`src/design/soc_defs.svh`:
```
`ifndef SOC_DEFS_SVH
`define SOC_DEFS_SVH

// System bus
`define SOC_DATA_W 32
`define SOC_ADDR_W 32
`define SOC_MASK_W (`SOC_DATA_W / 8)

// Data memory geometry
`define SOC_LANES 16
`define SOC_ROW_AW 10
`define SOC_MEM_DEPTH (1 << `SOC_ROW_AW)
`define SOC_ROW_W (`SOC_LANES * 8)
`define SOC_ROW_WORDS (`SOC_ROW_W / `SOC_DATA_W)

// Upper address nibble that selects the matrix engine
`define SOC_GEMM_REGION 4'h9

// Matrix engine
`define SOC_MAT_N 4
`define SOC_ELEM_W 8
`define SOC_ACC_W 32
`define SOC_REG_AW 5

`endif

```
`src/design/gemm_pkg.sv`:
```
`include "soc_defs.svh"

package gemm_pkg;

  typedef enum logic [2:0] {
    st_idle    = 3'd0,
    st_load_a  = 3'd1,
    st_load_b  = 3'd2,
    st_compute = 3'd3,
    st_finish  = 3'd4
  } gemm_state_e;

  // Byte offsets inside the engine region
  typedef enum logic [`SOC_REG_AW-1:0] {
    reg_ctrl   = 5'h00,
    reg_status = 5'h04,
    reg_a_base = 5'h08,
    reg_b_base = 5'h0C,
    reg_c_base = 5'h10
  } gemm_reg_e;

  typedef logic signed [`SOC_ELEM_W-1:0] elem_t;
  typedef logic signed [`SOC_ACC_W-1:0] acc_t;

  // Element [i][j] lands in byte 4i+j of a memory row
  typedef elem_t [`SOC_MAT_N-1:0][`SOC_MAT_N-1:0] mat_t;
  typedef acc_t [`SOC_MAT_N-1:0] c_row_t;

endpackage

```
`src/design/bus_ifs.sv`:
```
`timescale 1ns/1ps
`include "soc_defs.svh"

interface sys_bus_if;
  logic                   en;
  logic                   rdwr;  // 1 means write
  logic [`SOC_MASK_W-1:0] mask;
  logic [`SOC_ADDR_W-1:0] addr;
  logic [`SOC_DATA_W-1:0] wr_data;
  logic [`SOC_DATA_W-1:0] rd_data;  // Registered, valid the cycle after en

  modport master (
    output en,
    output rdwr,
    output mask,
    output addr,
    output wr_data,
    input  rd_data
  );

  modport slave (
    input  en,
    input  rdwr,
    input  mask,
    input  addr,
    input  wr_data,
    output rd_data
  );
endinterface

interface row_port_if;
  logic                      en;
  logic [`SOC_ROW_WORDS-1:0] we;  // One enable per 32-bit word
  logic [`SOC_ROW_AW-1:0]    row_addr;
  logic [`SOC_ROW_W-1:0]     wr_data;
  logic [`SOC_ROW_W-1:0]     rd_data;

  modport master (
    output en,
    output we,
    output row_addr,
    output wr_data,
    input  rd_data
  );

  modport slave (
    input  en,
    input  we,
    input  row_addr,
    input  wr_data,
    output rd_data
  );
endinterface

```
`src/design/gemm_engine.sv`:
```
`timescale 1ns/1ps
`include "soc_defs.svh"

module gemm_engine import gemm_pkg::*; (
  input  logic       clk,
  input  logic       rst_n,
  sys_bus_if.slave   cfg,
  row_port_if.master row,
  output logic       irq
);

  localparam int IDX_W = $clog2(`SOC_MAT_N);

  gemm_state_e            state;
  gemm_reg_e              reg_sel;
  logic [IDX_W-1:0]       row_idx;
  logic [`SOC_DATA_W-1:0] a_base;
  logic [`SOC_DATA_W-1:0] b_base;
  logic [`SOC_DATA_W-1:0] c_base;
  logic                   busy;
  logic                   done;
  logic                   cfg_wr;
  logic                   cfg_rd;
  logic                   start;
  logic                   first_compute;
  mat_t                   a_mat;
  mat_t                   b_mat;
  mat_t                   b_cur;
  c_row_t                 c_row;

  function automatic logic [`SOC_DATA_W-1:0] merge_bytes(
    input logic [`SOC_DATA_W-1:0] cur,
    input logic [`SOC_DATA_W-1:0] data,
    input logic [`SOC_MASK_W-1:0] mask
  );
    logic [`SOC_DATA_W-1:0] res;
    res = cur;
    for (int i = 0; i < `SOC_MASK_W; i++) begin
      if (mask[i]) begin
        res[8*i +: 8] = data[8*i +: 8];
      end
    end
    return res;
  endfunction

  assign reg_sel       = gemm_reg_e'(cfg.addr[`SOC_REG_AW-1:0]);
  assign cfg_wr        = cfg.en && cfg.rdwr;
  assign cfg_rd        = cfg.en && !cfg.rdwr;
  assign busy          = (state != st_idle);
  assign start         = cfg_wr && (reg_sel == reg_ctrl) && cfg.wr_data[0] && !busy;
  assign first_compute = (state == st_compute) && (row_idx == '0);
  assign irq           = (state == st_finish);

  always_ff @(posedge clk or negedge rst_n) begin
    if (!rst_n) begin
      state   <= st_idle;
      row_idx <= '0;
      done    <= 1'b0;
      a_base  <= '0;
      b_base  <= '0;
      c_base  <= '0;
    end else begin
      if (cfg_wr) begin
        case (reg_sel)
          reg_a_base: a_base <= merge_bytes(a_base, cfg.wr_data, cfg.mask);
          reg_b_base: b_base <= merge_bytes(b_base, cfg.wr_data, cfg.mask);
          reg_c_base: c_base <= merge_bytes(c_base, cfg.wr_data, cfg.mask);
          default: ;
        endcase
      end
      case (state)
        st_idle: begin
          if (start) begin
            state <= st_load_a;
            done  <= 1'b0;  // Done stays set until the next accepted start
          end
        end
        st_load_a: state <= st_load_b;
        st_load_b: begin
          state   <= st_compute;
          row_idx <= '0;
        end
        st_compute: begin
          row_idx <= row_idx + 1'b1;
          if (row_idx == IDX_W'(`SOC_MAT_N - 1)) begin
            state <= st_finish;
          end
        end
        st_finish: begin
          state <= st_idle;
          done  <= 1'b1;
        end
        default: state <= st_idle;
      endcase
    end
  end

  // A arrives during load_b, B on the first compute cycle
  always_ff @(posedge clk) begin
    if (state == st_load_b) begin
      a_mat <= mat_t'(row.rd_data);
    end
    if (first_compute) begin
      b_mat <= b_cur;
    end
  end

  always_comb begin
    acc_t sum;
    b_cur = first_compute ? mat_t'(row.rd_data) : b_mat;
    for (int j = 0; j < `SOC_MAT_N; j++) begin
      sum = '0;
      for (int k = 0; k < `SOC_MAT_N; k++) begin
        sum += acc_t'(signed'(a_mat[row_idx][k])) * acc_t'(signed'(b_cur[k][j]));
      end
      c_row[j] = sum;
    end
  end

  always_comb begin
    row.en       = 1'b0;
    row.we       = '0;
    row.row_addr = '0;
    row.wr_data  = c_row;
    case (state)
      st_load_a: begin
        row.en       = 1'b1;
        row.row_addr = a_base[`SOC_ROW_AW+3:4];
      end
      st_load_b: begin
        row.en       = 1'b1;
        row.row_addr = b_base[`SOC_ROW_AW+3:4];
      end
      st_compute: begin
        row.en       = 1'b1;
        row.we       = '1;
        row.row_addr = c_base[`SOC_ROW_AW+3:4] + `SOC_ROW_AW'(row_idx);
      end
      default: ;
    endcase
  end

  always_ff @(posedge clk) begin
    if (cfg_rd) begin
      case (reg_sel)
        reg_status: cfg.rd_data <= {{(`SOC_DATA_W-2){1'b0}}, done, busy};
        reg_a_base: cfg.rd_data <= a_base;
        reg_b_base: cfg.rd_data <= b_base;
        reg_c_base: cfg.rd_data <= c_base;
        default:    cfg.rd_data <= '0;  // Ctrl reads back as zero
      endcase
    end
  end

  a_irq_pulse: assert property (@(posedge clk) disable iff (!rst_n)
    irq |=> !irq)
    else $error("irq held high for more than one cycle");

  a_row_en_busy: assert property (@(posedge clk) disable iff (!rst_n)
    row.en |-> busy)
    else $error("Row port enabled while the engine is idle");

endmodule

```
`src/flat_wrapper.sv`:
```
// flat-port wrapper written by rule: the top's interface ports become plain ports
module gemm_engine_flat import gemm_pkg::*;
  (clk, rst_n, irq, cfg_en, cfg_rdwr, cfg_mask, cfg_addr, cfg_wr_data, cfg_rd_data, row_en, row_we, row_row_addr, row_wr_data, row_rd_data);
  sys_bus_if cfg_i ();
  row_port_if row_i ();
  input  logic clk;
  input  logic rst_n;
  output logic irq;
  input wire logic [$bits(cfg_i.en)-1:0] cfg_en;
  input wire logic [$bits(cfg_i.rdwr)-1:0] cfg_rdwr;
  input wire logic [$bits(cfg_i.mask)-1:0] cfg_mask;
  input wire logic [$bits(cfg_i.addr)-1:0] cfg_addr;
  input wire logic [$bits(cfg_i.wr_data)-1:0] cfg_wr_data;
  output wire logic [$bits(cfg_i.rd_data)-1:0] cfg_rd_data;
  output wire logic [$bits(row_i.en)-1:0] row_en;
  output wire logic [$bits(row_i.we)-1:0] row_we;
  output wire logic [$bits(row_i.row_addr)-1:0] row_row_addr;
  output wire logic [$bits(row_i.wr_data)-1:0] row_wr_data;
  input wire logic [$bits(row_i.rd_data)-1:0] row_rd_data;
  assign cfg_i.en = cfg_en;
  assign cfg_i.rdwr = cfg_rdwr;
  assign cfg_i.mask = cfg_mask;
  assign cfg_i.addr = cfg_addr;
  assign cfg_i.wr_data = cfg_wr_data;
  assign cfg_rd_data = cfg_i.rd_data;
  assign row_en = row_i.en;
  assign row_we = row_i.we;
  assign row_row_addr = row_i.row_addr;
  assign row_wr_data = row_i.wr_data;
  assign row_i.rd_data = row_rd_data;
  gemm_engine u_core (.clk(clk), .rst_n(rst_n), .cfg(cfg_i), .row(row_i), .irq(irq));
endmodule
```
`config.mk`:
```
export PLATFORM = sky130hd
export DESIGN_NAME = gemm_engine_flat
export DESIGN_NICKNAME = d
export VERILOG_FILES = /design/src/design/gemm_pkg.sv /design/src/design/bus_ifs.sv /design/src/design/gemm_engine.sv /design/src/flat_wrapper.sv
export VERILOG_INCLUDE_DIRS = /design/src /design/src/design
export SDC_FILE = /design/constraint.sdc
export NUM_CORES = 2
export LEC_CHECK = 0
export ABC_AREA = 1
export BUFFER_PORTS_ARGS = -buffer_cell sky130_fd_sc_hd__buf_2
export CORE_ASPECT_RATIO = 0.9
export CORE_MARGIN = 3
export CORE_UTILIZATION = 60
export DETAILED_ROUTE_END_ITERATION = 16
export GPL_TIMING_DRIVEN = 0
export HOLD_SLACK_MARGIN = 0.06
export PLACE_DENSITY = 0.79
export SLEW_MARGIN = 20
export SYNTH_ARGS = -nofsm -noshare
export SYNTH_HDL_FRONTEND = slang
export SYNTH_SLANG_ARGS = --single-unit
export TNS_END_PERCENT = 5
```
`constraint.sdc`:
```
create_clock -name clk -period 21.6 [get_ports clk]
set_clock_uncertainty 0.2 [all_clocks]
set_input_delay 2.16 -clock clk [delete_from_list [all_inputs] [get_ports clk]]
set_output_delay 2.16 -clock clk [all_outputs]
set_load 0.02 [all_outputs]
```
==> results.py <==
metrics = {
    "outcome": {
        "status": "completed",
    },
    "timing": {
        "final.setup.worst_slack_ps": 9129,
        "setup_tns_ps": 0,
        "timing.final.crit_period_ps": 12470,
        "setup_violating_endpoint_count_in_the_final_report": 0,
        "max_clock_freq_ghz": 0.08019,
        "maxSlewViolCount": 0,
        "tightestPinTransition_ps": 1266,
        "worst_slew_margin_rel": 0.1557,
        "timing.final.hold_violations": 0,
        "grt_setup_unrepaired": "false",
        "timing.final.crit_share": 0.5774,
    },
    "global_route": {
        "gr-usage-all-layers": 0.3775,
        "maximum_number_of_pins_on_one_net_before_global_route_repair": 84,
        "vias_in_the_first_global_route": 55060,
        "initial_antenna_violation_count": 7,
        "grt_pass1_wl_um": 321400,
        "overflow": 0,
    },
    "worst_hold_path": {
        "origin_of_the_worst_min_delay_path": "u_core.c_base[20]$_DFFE_PN0P_",
        "hold_path.class": "register to register",
    },
    "drt": {
        "first_pass_iteration_count_of_the_detailed_router": 8,
        "finalWirelength_um": 210300,
        "via_per_inst": 5.529,
        "detail_routed_net_length_per_standard_cell_um": 21.29,
        "dr_total_vias": 54600,
        "drc": 0,
        "drt_first_iter_violations": 5629,
        "route.antenna.remaining_nets": 0,
    },
    "worst_setup_path": {
        "crit_type": "register to output port",
        "crit_family": "adder cells",
        "critical-path-top-cell-by-count": "sky130_fd_sc_hd__inv_1",
        "endpoint_kind": "output port",
        "cp_buf_inv_count": 14,
        "worstPathRequired_ps": 19240,
        "crit_path_max_incr_delay_ps": 770,
        "critPathLaunch": "u_core.row_idx[1]$_DFFE_PN0P_",
        "timing.rr.start": "u_core.row_idx[1]$_DFFE_PN0P_",
        "timing.critical_path.slowest_stage_cell": "sky130_fd_sc_hd__clkbuf_1",
        "worst-path-max-fanout": 10,
        "critical_path.startpoint_type": "register",
        "cp_data_arrival_time_ps": 10110,
    },
    "finish": {
        "post-route-util": 0.6553,
        "share_of_final_layout_standard_cells_stronger_than_drive_strength_1": 0.09660,
        "mostFrequentLayoutCells": "sky130_fd_sc_hd__inv_1, sky130_fd_sc_hd__nand2_1, sky130_fd_sc_hd__fa_1, sky130_fd_sc_hd__nor2_1, sky130_fd_sc_hd__ha_1",
        "postLayoutCellArea_um2": 70570,
        "areaGrowthSynthToFinish_pct": 8.179,
        "fillCellCount": 9127,
        "nNetsFinal": 10130,
        "layout.cells.most_common": "sky130_fd_sc_hd__inv_1",
    },
    "die": {
        "design.die.area_um2": 112700,
        "start_util": 0.6057,
        "floorplan.core_area_um2": 107700,
        "dieHeight_um": 318.8,
        "chipWidth_um": 353.6,
        "floorplan.rows": 114,
        "floorplan.io_pins": 376,
    },
    "clock_tree": {
        "cts.root.buffer_cell": "sky130_fd_sc_hd__clkbuf_16",
        "clock_tree.buffer_depth": 3,
        "tritoncts_num_sinks": 390,
        "tritoncts.num_buffers": 45,
        "postCtsSetupRepairBufs": 0,
        "cts_repair_resize_count": 0,
        "tritoncts": "built",
        "clock_insertion_delay_worst_skew_ps": 630,
        "worst_setup_hold_path_clk_slew_ps": 60,
        "postCtsHoldBufs": 0,
        "ctsHtreeMaxLevel": 2,
    },
    "yosys": {
        "post_synth_inst_count": 7979,
        "synth.distinct_cells": 47,
        "postSynthNetCount": 9732,
        "ys_async_sr_fraction": 0.2615,
        "mappedNetlistArea_um2": 65230,
        "ys_seq_area_frac": 0.1717,
        "postSynthRegisterBits": 390,
        "number_of_flops_mapped_to_enable_cells_by_yosys": 288,
        "synth-main-ff-cell": "sky130_fd_sc_hd__edfxtp_1",
        "yosysWarnings": 0,
        "synth.avg_cell_area_um2": 8.175,
    },
    "job": {
        "maxCapViolations": 0,
    },
    "place": {
        "place_ws_ps": 9968,
        "dp_hpwl_um": 177800,
        "gp_congestion": 1.033,
        "io_buffer_count": 348,
        "place_area_um2": 68930,
    },
}
==> sequential cells by signal, indices dropped and copies added (netlist names) <==
signal and cells:
u_core.state 3, u_core.cfg.rd_data 32, u_core.a_base 32, u_core.c_base 32, u_core.done 1, u_core.row_idx 2
u_core.b_base 32, u_core.a_mat 128, u_core.b_mat 128
==> tightest hold or removal path, cell delays in order (launching register included) <==
cell                      delay, ps
sky130_fd_sc_hd__dfrtp_1        340
sky130_fd_sc_hd__nand2_1         50
sky130_fd_sc_hd__o21ai_0         60
==> synthesized netlist by cell type, types with 8 or more instances <==
| cell | count | share of area |
|---|---|---|
| sky130_fd_sc_hd__o21bai_1 | 27 | 0.0031 |
| sky130_fd_sc_hd__a31oi_1 | 17 | 0.0016 |
| sky130_fd_sc_hd__or2_2 | 64 | 0.0061 |
| sky130_fd_sc_hd__a32oi_1 | 14 | 0.0019 |
| sky130_fd_sc_hd__xor2_1 | 104 | 0.014 |
| sky130_fd_sc_hd__clkbuf_1 | 51 | 0.0029 |
| sky130_fd_sc_hd__buf_4 | 18 | 0.0021 |
| sky130_fd_sc_hd__nor3_1 | 30 | 0.0023 |
| sky130_fd_sc_hd__o21ai_2 | 48 | 0.0064 |
| sky130_fd_sc_hd__nand4_1 | 36 | 0.0035 |
| sky130_fd_sc_hd__o21ai_4 | 56 | 0.014 |
| sky130_fd_sc_hd__fa_1 | 1016 | 0.31 |
| sky130_fd_sc_hd__buf_6 | 18 | 0.0031 |
| sky130_fd_sc_hd__dfrtp_1 | 102 | 0.039 |
| sky130_fd_sc_hd__o211ai_1 | 8 | 0.00092 |
| sky130_fd_sc_hd__a32oi_2 | 17 | 0.0042 |
| sky130_fd_sc_hd__a21oi_1 | 205 | 0.016 |
| sky130_fd_sc_hd__nor2_1 | 936 | 0.054 |
| sky130_fd_sc_hd__nand3_1 | 279 | 0.021 |
| sky130_fd_sc_hd__nand2_1 | 1624 | 0.093 |
| sky130_fd_sc_hd__nand2b_1 | 8 | 0.00077 |
| sky130_fd_sc_hd__inv_1 | 1921 | 0.11 |
| sky130_fd_sc_hd__o21ai_0 | 195 | 0.015 |
| sky130_fd_sc_hd__nand3b_1 | 11 | 0.0013 |
| sky130_fd_sc_hd__edfxtp_1 | 288 | 0.13 |
| sky130_fd_sc_hd__o21a_1 | 9 | 0.0010 |
| sky130_fd_sc_hd__ha_1 | 537 | 0.10 |
| sky130_fd_sc_hd__buf_2 | 75 | 0.0058 |
| sky130_fd_sc_hd__inv_2 | 74 | 0.0043 |
| sky130_fd_sc_hd__o21ai_1 | 13 | 0.0010 |
| sky130_fd_sc_hd__xnor2_1 | 140 | 0.019 |
==> final timing paths <==
check / endpoint / slack [ps] / cells after the start
max in group asynchronous: u_core.b_base[12]$_DFFE_PN0P_ / 19340 / 2
min in group asynchronous: u_core.b_base[21]$_DFFE_PN0P_ / 1180 / 1
hold reg to reg: u_core.c_base[20]$_DFFE_PN0P_ / 290 / 2
setup reg to reg: u_core.b_mat[1]$_DFFE_PN_ / 17640 / 12
setup / recovery: row_wr_data[47] / 9130 / 38
hold / removal: u_core.c_base[20]$_DFFE_PN0P_ / 290 / 2
==> metal layers <==
| layer | track usage | routed length (um) | share of wire |
|---|---|---|---|
| met4 | 0.2575 | 17890 | 0.085 |
| met2 | 0.5580 | 88640 | 0.42 |
| met3 | 0.1090 | 25200 | 0.12 |
| met5 | 0.003750 | 54 | 0.00026 |
| met1 | 0.4823 | 78480 | 0.37 |
==> cells by family (layout without fill, tap and decap cells) <==
family / after synthesis / in the layout / share of synthesized area
AO/OA/AOI/OAI: 626 / 626 / 0.06702
XOR/XNOR: 244 / 244 / 0.03276
adder cells (fa/ha/maj): 1553 / 1553 / 0.4148
buffers and inverters: 2161 / 2598 / 0.1289
flip-flops: 390 / 390 / 0.1717
other: 0 / 9 / 0
AND/OR/NAND/NOR: 3005 / 3005 / 0.1848
==> per-stage QoR <==
| stage | std cells | hold WS, ps |
|---|---|---|
| final | 9875 | 285.8 |
| after global routing | 9872 | 305.8 |
| after CTS | 9865 | 288.4 |
| after detailed placement | 9781 | 273.4 |
| after global placement | 9777 | 265.9 |
| after floorplan | 7979 | 241.3 |
==> layout make-up <==
class / instances / area (um^2) / area share
plain buffers: 164 / 924.6 / 0.01310
repair buffers: 353 / 1869 / 0.02649
multi-input cells: 5428 / 45630 / 0.6466
well taps: 1450 / 1814 / 0.02571
diodes: 9 / 22.52 / 0.0003192
inverters: 1997 / 7503 / 0.1063
clock buffers: 56 / 1227 / 0.01739
flip-flops and latches: 390 / 11200 / 0.1587
clock inverters: 28 / 376.6 / 0.005337
Power is not shown: default switching activity piles up to over one toggle a cycle in this logic, so the estimate is an artifact.
