==> src/design/soc_defs.svh <==
`ifndef SOC_DEFS_SVH
`define SOC_DEFS_SVH

// System bus
`define SOC_DATA_W 32
`define SOC_ADDR_W 32
`define SOC_MASK_W (`SOC_DATA_W / 8)

// Data memory geometry
`define SOC_LANES 16
`define SOC_ROW_AW 10
`define SOC_MEM_DEPTH (1 << `SOC_ROW_AW)
`define SOC_ROW_W (`SOC_LANES * 8)
`define SOC_ROW_WORDS (`SOC_ROW_W / `SOC_DATA_W)

// Upper address nibble that selects the matrix engine
`define SOC_GEMM_REGION 4'h9

// Matrix engine
`define SOC_MAT_N 4
`define SOC_ELEM_W 8
`define SOC_ACC_W 32
`define SOC_REG_AW 5

`endif

==> src/design/soc_bus_pkg.sv <==
package soc_bus_pkg;

  // Taken straight from the rdwr level of the host bus
  typedef enum logic {
    op_read  = 1'b0,
    op_write = 1'b1
  } bus_op_e;

  // Target picked by the upper address nibble
  typedef enum logic {
    region_mem  = 1'b0,
    region_gemm = 1'b1
  } region_e;

endpackage

==> src/design/bus_ifs.sv <==
`timescale 1ns/1ps
`include "soc_defs.svh"

interface sys_bus_if;
  logic                   en;
  logic                   rdwr;  // 1 means write
  logic [`SOC_MASK_W-1:0] mask;
  logic [`SOC_ADDR_W-1:0] addr;
  logic [`SOC_DATA_W-1:0] wr_data;
  logic [`SOC_DATA_W-1:0] rd_data;  // Registered, valid the cycle after en

  modport master (
    output en,
    output rdwr,
    output mask,
    output addr,
    output wr_data,
    input  rd_data
  );

  modport slave (
    input  en,
    input  rdwr,
    input  mask,
    input  addr,
    input  wr_data,
    output rd_data
  );
endinterface


==> src/design/bus_decoder.sv <==
`timescale 1ns/1ps
`include "soc_defs.svh"

module bus_decoder import soc_bus_pkg::*; (
  input  logic                   clk,
  input  logic                   rst_n,
  input  logic                   bus_en,
  input  logic                   bus_rdwr,
  input  logic [`SOC_MASK_W-1:0] bus_mask,
  input  logic [`SOC_ADDR_W-1:0] bus_addr,
  input  logic [`SOC_DATA_W-1:0] bus_wr_data,
  output logic [`SOC_DATA_W-1:0] bus_rd_data,
  output logic                   bus_rd_valid,
  sys_bus_if.master              mem_bus,
  sys_bus_if.master              gemm_bus
);

  bus_op_e                op;
  region_e                region;
  region_e                region_q;
  logic                   rd_req;
  logic [`SOC_ADDR_W-1:0] word_addr;

  assign op        = bus_op_e'(bus_rdwr);
  assign region    = (bus_addr[`SOC_ADDR_W-1 -: 4] == `SOC_GEMM_REGION) ? region_gemm : region_mem;
  assign word_addr = {bus_addr[`SOC_ADDR_W-1:2], 2'b00};
  assign rd_req    = bus_en && (op == op_read);

  assign mem_bus.en      = bus_en && (region == region_mem);
  assign mem_bus.rdwr    = (op == op_write);
  assign mem_bus.mask    = bus_mask;
  assign mem_bus.addr    = word_addr;
  assign mem_bus.wr_data = bus_wr_data;

  assign gemm_bus.en      = bus_en && (region == region_gemm);
  assign gemm_bus.rdwr    = (op == op_write);
  assign gemm_bus.mask    = bus_mask;
  assign gemm_bus.addr    = word_addr;
  assign gemm_bus.wr_data = bus_wr_data;

  // Both targets register their read data, so the select is delayed to match
  always_ff @(posedge clk or negedge rst_n) begin
    if (!rst_n) begin
      bus_rd_valid <= 1'b0;
      region_q     <= region_mem;
    end else begin
      bus_rd_valid <= rd_req;
      if (rd_req) begin
        region_q <= region;
      end
    end
  end

  assign bus_rd_data = (region_q == region_gemm) ? gemm_bus.rd_data : mem_bus.rd_data;

  a_addr_known: assert property (@(posedge clk) disable iff (!rst_n)
    bus_en |-> !$isunknown(bus_addr))
    else $error("bus_addr has unknown bits during an access: %h", bus_addr);

endmodule

==> src/flat_wrapper.sv <==
// flat-port wrapper written by rule: the top's interface ports become plain ports
module bus_decoder_flat import soc_bus_pkg::*;
  (clk, rst_n, bus_en, bus_rdwr, bus_mask, bus_addr, bus_wr_data, bus_rd_data, bus_rd_valid, mem_bus_en, mem_bus_rdwr, mem_bus_mask, mem_bus_addr, mem_bus_wr_data, mem_bus_rd_data, gemm_bus_en, gemm_bus_rdwr, gemm_bus_mask, gemm_bus_addr, gemm_bus_wr_data, gemm_bus_rd_data);
  sys_bus_if mem_bus_i ();
  sys_bus_if gemm_bus_i ();
  input  logic clk;
  input  logic rst_n;
  input  logic bus_en;
  input  logic bus_rdwr;
  input  logic [`SOC_MASK_W-1:0] bus_mask;
  input  logic [`SOC_ADDR_W-1:0] bus_addr;
  input  logic [`SOC_DATA_W-1:0] bus_wr_data;
  output logic [`SOC_DATA_W-1:0] bus_rd_data;
  output logic bus_rd_valid;
  output wire logic [$bits(mem_bus_i.en)-1:0] mem_bus_en;
  output wire logic [$bits(mem_bus_i.rdwr)-1:0] mem_bus_rdwr;
  output wire logic [$bits(mem_bus_i.mask)-1:0] mem_bus_mask;
  output wire logic [$bits(mem_bus_i.addr)-1:0] mem_bus_addr;
  output wire logic [$bits(mem_bus_i.wr_data)-1:0] mem_bus_wr_data;
  input wire logic [$bits(mem_bus_i.rd_data)-1:0] mem_bus_rd_data;
  output wire logic [$bits(gemm_bus_i.en)-1:0] gemm_bus_en;
  output wire logic [$bits(gemm_bus_i.rdwr)-1:0] gemm_bus_rdwr;
  output wire logic [$bits(gemm_bus_i.mask)-1:0] gemm_bus_mask;
  output wire logic [$bits(gemm_bus_i.addr)-1:0] gemm_bus_addr;
  output wire logic [$bits(gemm_bus_i.wr_data)-1:0] gemm_bus_wr_data;
  input wire logic [$bits(gemm_bus_i.rd_data)-1:0] gemm_bus_rd_data;
  assign mem_bus_en = mem_bus_i.en;
  assign mem_bus_rdwr = mem_bus_i.rdwr;
  assign mem_bus_mask = mem_bus_i.mask;
  assign mem_bus_addr = mem_bus_i.addr;
  assign mem_bus_wr_data = mem_bus_i.wr_data;
  assign mem_bus_i.rd_data = mem_bus_rd_data;
  assign gemm_bus_en = gemm_bus_i.en;
  assign gemm_bus_rdwr = gemm_bus_i.rdwr;
  assign gemm_bus_mask = gemm_bus_i.mask;
  assign gemm_bus_addr = gemm_bus_i.addr;
  assign gemm_bus_wr_data = gemm_bus_i.wr_data;
  assign gemm_bus_i.rd_data = gemm_bus_rd_data;
  bus_decoder u_core (.clk(clk), .rst_n(rst_n), .bus_en(bus_en), .bus_rdwr(bus_rdwr), .bus_mask(bus_mask), .bus_addr(bus_addr), .bus_wr_data(bus_wr_data), .bus_rd_data(bus_rd_data), .bus_rd_valid(bus_rd_valid), .mem_bus(mem_bus_i), .gemm_bus(gemm_bus_i));
endmodule
==> config.mk <==
export PLATFORM = sky130hd
export DESIGN_NAME = bus_decoder_flat
export DESIGN_NICKNAME = d
export VERILOG_FILES = /design/src/design/soc_bus_pkg.sv /design/src/design/bus_ifs.sv /design/src/design/bus_decoder.sv /design/src/flat_wrapper.sv
export VERILOG_INCLUDE_DIRS = /design/src /design/src/design
export SDC_FILE = /design/constraint.sdc
export NUM_CORES = 1
export LEC_CHECK = 0
export ABC_AREA = 0
export BUFFER_PORTS_ARGS = -buffer_cell sky130_fd_sc_hd__buf_2
export CAP_MARGIN = 10
export CORE_AREA = 2 2 118 120
export DETAILED_ROUTE_END_ITERATION = 10
export DIE_AREA = 0 0 120 122
export GPL_TIMING_DRIVEN = 0
export HOLD_SLACK_MARGIN = 0.06
export SLEW_MARGIN = 20
export SYNTH_ARGS = -nofsm -noshare
export SYNTH_HDL_FRONTEND = slang
export SYNTH_SLANG_ARGS = --single-unit
==> constraint.sdc <==
create_clock -name clk -period 2.65 [get_ports clk]
set_input_delay 0.265 -clock clk [delete_from_list [all_inputs] [get_ports clk]]
set_output_delay 0.265 -clock clk [all_outputs]
set_load 0.01 [all_outputs]
==> run_results.csv, run 1 <==
group,metric,value,unit
die,initial_core_util,12.4,%
die,die_h,122,µm
clock_tree,cts-root-buf,"clkbuf_16",
cells_and_area,final_common_cell,"buf_2",
clock_tree,clk_path_buf_depth,2,
cells_and_area,fin_area,3200,µm²
routing,drc,0,
die,core-area,13500,µm²
clock_tree,cts_setup_buffers,0,
sta,rsz0062_at_grt,"no",
clock_tree,numCtsBuffers,3,
critical_path,critPathLaunchType,"flip-flop",
critical_path,arrival,1.34,ns
cells_and_area,fillerInstances,1482,
job,drv_cap,0,
routing,finalWirelength,6130,µm
power_and_ir_drop,leakagePower,1.95,nW
critical_path,worst-setup-path-type,"reg -> out",
synthesis,synth_area,1670,µm²
power_and_ir_drop,vdd_drop_max,0.000554,V
power_and_ir_drop,p_comb_share,66.7,%
die,die_w,120,µm
placement,dpl_cell_area,3110,µm²
critical_path,endpoint_kind,"output port",
clock_tree,clk_latency,0.22,ns
critical_path,cpPeakStageDelay,0.36,ns
placement,portBuffers,240,
critical_path,worstPathCellList,"buf_6, buf_12, mux2_4, buf_2",
clock_tree,cts_num_sinks,2,
clock_tree,tritoncts,"done",
power_and_ir_drop,power.share.switching,29.9,%
cells_and_area,final_cell_mix,"buf_2 (240), buf_4 (138), mux2_4 (29)",
synthesis,synth-seq-area-share,2.99,%
routing,drt_iter0_markers,21,
placement,hpwlAfterDp,5830,µm
synthesis,syn_inst,182,
cells_and_area,n_antenna_cell,0,
synthesis,ys_warn_count,0,
power_and_ir_drop,clock_power_share,29.1,%
routing,avgViaCountPerCell,3.03,
run_status,status,"finished clean",
cells_and_area,drive_gt1_share,97.7,%
power_and_ir_drop,internal_power,0.000547,W
sta,fin_crit_sh,60.4,%
synthesis,ys_ff_latch,2,
synthesis,syn_area_per_cell,9.19,µm²
sta,tns,0,ns
die,die-area,14600,µm²
global_route,antenna_found_initial,0,
global_route,grt_pass1_wl,8130,µm
global_route,grt_max_degree,11,
power_and_ir_drop,p_per_area,244,nW/µm²
synthesis,synth.distinct_cells,10,
cells_and_area,nets,567,
cells_and_area,areaGrowthSynthToFinish,91.0,%
critical_path,slowest_stage,"dfrtp_1",
critical_path,crit_fanout,10,
power_and_ir_drop,p_sw,0.000234,W
routing,firstDrtPassIters,4,
global_route,grt_usage,6.98,%
clock_tree,cts_resized,0,
clock_tree,htree_levels,1,
global_route,globalRouteOverflowTotal,0,
sta,hold_viol,0,
routing,wire_per_inst,10.1,µm
sta,fin_skew,0,ns
clock_tree,cts.clk_slew.worst_paths,0.03,ns
min_path,min_path_type,"in -> reg",
sta,max_freq,0.625,GHz
die,io_pins,309,
power_and_ir_drop,seqPwrFrac,4.2,%
sta,finalMaxSlewViolations,0,
global_route,grt_pass1_vias,1612,
routing,via_count,1844,
sta,setup_viol,0,
critical_path,required,2.38,ns
die,row_count,43,
placement,place_congestion,0.760,
sta,period_minus_slack,1.60,ns
routing,ant_nets,0,
## worst max-delay path, delay by kind of cell, from the launching register on
family / cells / cell delay [ns]
buffers and inverters: 3 / 0.44
DFF: 1 / 0.36
muxes: 1 / 0.31
## metrics by stage
step	std cells	utilization [%]	power (W)	hold slack [ns]	worst slack, ns
2_1_floorplan	185	-	0.000357	-0.0306	1.45
3_3_place_gp	605	23.0	0.000557	0.0512	1.26
3_5_place_dp	605	23.0	0.000560	0.0542	1.26
4_1_cts	609	23.7	0.000793	0.254	1.03
5_1_grt	609	23.7	0.000830	0.268	0.996
6_report	609	23.7	0.000781	0.251	1.05
## layout make-up
cell class	count	area, µm²	share of cell area, %
plain buffers	142	1110	34.7
clock buffers	3	75.1	2.35
multi-input cells	41	527	16.5
flip-flops and latches	2	50.0	1.57
well taps	180	225	7.05
repair buffers	241	1210	37.9
## cells in the mapped netlist
cell      instances  area (µm²)
buf_4           138        1040
mux2_4           29         435
mux2_2            4        45.0
buf_12            3        60.1
dfrtp_1           2        50.1
nor2b_1           2        12.5
and2_1            1        6.26
and4bb_2          1        12.5
buf_6             1        11.3
conb_1            1        3.75
## cells by family (layout without fill, tap and decap cells)
| logic type | count (synthesis) | in the layout | synth area share (%) |
|---|---|---|---|
| buffers and inverters | 142 | 386 | 66.2 |
| muxes | 33 | 33 | 28.7 |
| and+or+nand+nor | 4 | 4 | 1.87 |
| DFF | 2 | 2 | 2.99 |
| other | 1 | 4 | 0.224 |
## per-layer routing
| layer | global-route usage (%) | part of all wire, % | wire [µm] |
|---|---|---|---|
| met1 | 9.00 | 40 | 2430 |
| met2 | 12.6 | 54 | 3290 |
| met3 | 0.655 | 6.2 | 377 |
| met4 | 1.54 | 0.65 | 40 |
| met5 | 0 | 0 | 0 |
## power by group through the flow
stage,logic [W],clock network (W),registers [W]
2_1_floorplan,0.000323,0,0.0000335
3_3_place_gp,0.000524,0,0.0000330
3_5_place_dp,0.000527,0,0.0000331
4_1_cts,0.000529,0.000231,0.0000328
5_1_grt,0.000560,0.000237,0.0000329
6_report,0.000521,0.000227,0.0000327
## flip-flops by register name (all words and copies together) (netlist names)
| register | flops |
|---|---|
| u_core.bus_rd_valid | 1 |
| u_core.region_q | 1 |
## final timing paths
| check | slack (ns) | startpoint | cells past startpoint | to |
|---|---|---|---|---|
| min in group asynchronous | 0.36 | rst_n | 2 | u_core.region_q$_DFFE_PN0P_ |
| min | 0.25 | bus_rdwr | 2 | u_core.bus_rd_valid$_DFF_PN0_ |
| min reg2reg | 0.82 | u_core.region_q$_DFFE_PN0P_ | 3 | u_core.region_q$_DFFE_PN0P_ |
| max | 1.05 | u_core.region_q$_DFFE_PN0P_ | 4 | bus_rd_data[19] |
| max in group asynchronous | 2.19 | rst_n | 2 | u_core.bus_rd_valid$_DFF_PN0_ |
| max reg2reg | 1.62 | u_core.region_q$_DFFE_PN0P_ | 3 | u_core.region_q$_DFFE_PN0P_ |
## timing repair
action                                  CTS  global route
endpoints found under the setup margin    0             0
hold endpoints to repair                  2             0
hold buffers                              1             0
No activity file was read; power rests on OpenSTA's default activity.
==> run 2, diff against run 1 <==
--- a/config.mk
+++ b/config.mk
@@ -9,9 +9,9 @@
 export ABC_AREA = 0
 export BUFFER_PORTS_ARGS = -buffer_cell sky130_fd_sc_hd__buf_2
 export CAP_MARGIN = 10
-export CORE_AREA = 2 2 118 120
+export CORE_AREA = 2 2 119 121
 export DETAILED_ROUTE_END_ITERATION = 10
-export DIE_AREA = 0 0 120 122
+export DIE_AREA = 0 0 121 123
 export GPL_TIMING_DRIVEN = 0
 export HOLD_SLACK_MARGIN = 0.06
 export SLEW_MARGIN = 20
==> constraint.sdc (replaced) <==
create_clock -name clk -period 1.54 [get_ports clk]
set_input_delay 0.154 -clock clk [delete_from_list [all_inputs] [get_ports clk]]
set_output_delay 0.154 -clock clk [all_outputs]
set_load 0.01 [all_outputs]
==> run_results.csv, run 2 (synthesis results as in run 1) <==
group,metric,value,unit
run_status,status,"finished clean",
critical_path,critPathLaunchType,"flip-flop",
die,die-area,14900,µm²
clock_tree,htree_levels,1,
clock_tree,cts-root-buf,"clkbuf_16",
sta,hold_viol,0,
die,die_h,123,µm
routing,drt_iter0_markers,12,
global_route,antenna_found_initial,0,
sta,setup_viol,0,
power_and_ir_drop,vdd_drop_max,0.000427,V
routing,firstDrtPassIters,4,
routing,finalWirelength,6260,µm
clock_tree,tritoncts,"done",
cells_and_area,multi_input_area,527,µm²
cells_and_area,final_common_cell,"buf_2",
clock_tree,cts.clk_slew.worst_paths,0.03,ns
global_route,grt_usage,7.19,%
die,row_count,43,
clock_tree,numCtsBuffers,3,
critical_path,cpPeakStageDelay,0.36,ns
critical_path,arrival,1.34,ns
die,core-area,13600,µm²
power_and_ir_drop,p_per_area,424,nW/µm²
cells_and_area,areaGrowthSynthToFinish,94.5,%
global_route,grt_max_degree,11,
sta,period_minus_slack,1.49,ns
cells_and_area,fillerInstances,1527,
sta,holdWs,0.131,ns
routing,ant_nets,0,
sta,rsz0062_at_grt,"yes",
cells_and_area,n_antenna_cell,0,
min_path,min_path_type,"in -> reg",
die,initial_core_util,12.3,%
critical_path,worstPathCellList,"buf_6, buf_12, mux2_4, buf_2",
global_route,grt_pass1_vias,1681,
sta,tns,0,ns
power_and_ir_drop,leakagePower,1.98,nW
clock_tree,clk_latency,0.22,ns
cells_and_area,drive_gt1_share,97.7,%
placement,hpwlAfterDp,5950,µm
critical_path,worst-setup-path-type,"reg -> out",
routing,wire_per_inst,10.3,µm
die,io_pins,309,
cells_and_area,largestRegisters,"u_core.bus_rd_valid x1, u_core.region_q x1",
routing,avgViaCountPerCell,3.07,
clock_tree,clk_path_buf_depth,2,
sta,finalMaxSlewViolations,0,
placement,place_congestion,0.749,
cells_and_area,seq_area,50.0,µm²
die,die_w,121,µm
routing,drc,0,
clock_tree,cts_num_sinks,2,
sta,max_freq,0.669,GHz
placement,portBuffers,240,
critical_path,crit_fanout,10,
cells_and_area,nets,568,
sta,fin_crit_sh,97.0,%
critical_path,endpoint_kind,"output port",
global_route,grt_pass1_wl,8240,µm
global_route,globalRouteOverflowTotal,0,
critical_path,slowest_stage,"dfrtp_1",
job,drv_cap,0,
critical_path,required,1.39,ns
cells_and_area,final_cell_mix,"buf_2 (232), buf_4 (139), mux2_4 (29)",
sta,fin_skew,0,ns
routing,via_count,1872,
-- run 2: changes by cell type in the layout (fill, tap and decap cells not counted) --
cell / change
buf_2: -8
buf_4: +1
buf_6: +8
-- run 2: per-stage QoR --
stage	cell area (µm²)	total power, W	instances	setup WS [ns]	util, %
2_1_floorplan	1680	0.000614	185	0.449	-
3_3_place_gp	3110	0.000967	605	0.246	22.9
3_5_place_dp	3110	0.000971	605	0.233	22.9
4_1_cts	3210	0.00139	610	0.00123	23.6
5_1_grt	3250	0.00147	610	-0.0117	23.9
6_report	3250	0.00138	610	0.0463	23.9
-- run 2: worst max-delay path: cells and delay by family (launching register included) --
family | cells | cell delay, ns
multiplexers | 1 | 0.30
flip-flops | 1 | 0.36
buffers and inverters | 3 | 0.45
-- run 2: routing by layer --
metal | routed length, µm | up-vias | global-route usage, %
met5 | 0 | - | 0
met4 | 61 | 0 | 2.18
met3 | 573 | 5 | 1.66
met2 | 3410 | 121 | 13.3
met1 | 2220 | 814 | 8.18
li1 | - | 932 | -
-- run 2: where the power goes --
part	leakage, nW	switching [W]	internal [W]
Combinational	1.91	0.000349	0.000575
Clock	0.0370	0.0000668	0.000331
Sequential	0.0266	0.000000985	0.0000556
-- run 2: worst paths after layout --
check | start | end | slack, ns | cells after the start
worst max-delay path | u_core.region_q$_DFFE_PN0P_ | bus_rd_data[17] | 0.05 | 4
worst min-delay path | bus_rdwr | u_core.bus_rd_valid$_DFF_PN0_ | 0.13 | 2
worst max register to register | u_core.region_q$_DFFE_PN0P_ | u_core.region_q$_DFFE_PN0P_ | 0.50 | 3
worst min register to register | u_core.region_q$_DFFE_PN0P_ | u_core.region_q$_DFFE_PN0P_ | 0.82 | 3
max in group asynchronous | rst_n | u_core.bus_rd_valid$_DFF_PN0_ | 1.20 | 2
min in group asynchronous | rst_n | u_core.region_q$_DFFE_PN0P_ | 0.24 | 2
-- run 2: what timing repair did --
item                                    CTS  global route
endpoints found under the hold margin     2             0
endpoints found under the setup margin    2            11
hold buffers                              1             0
buffers inserted                          1             0
gates resized for setup                   2            13
pin swaps                                 0             0
-- run 2: cell type report --
class | count | share of cell area, %
plain buffers | 142 | 34.0
clock buffers | 3 | 2.31
multi-input cells | 41 | 16.2
flip-flops and latches | 2 | 1.54
well taps | 180 | 6.92
repair buffers | 242 | 39.0
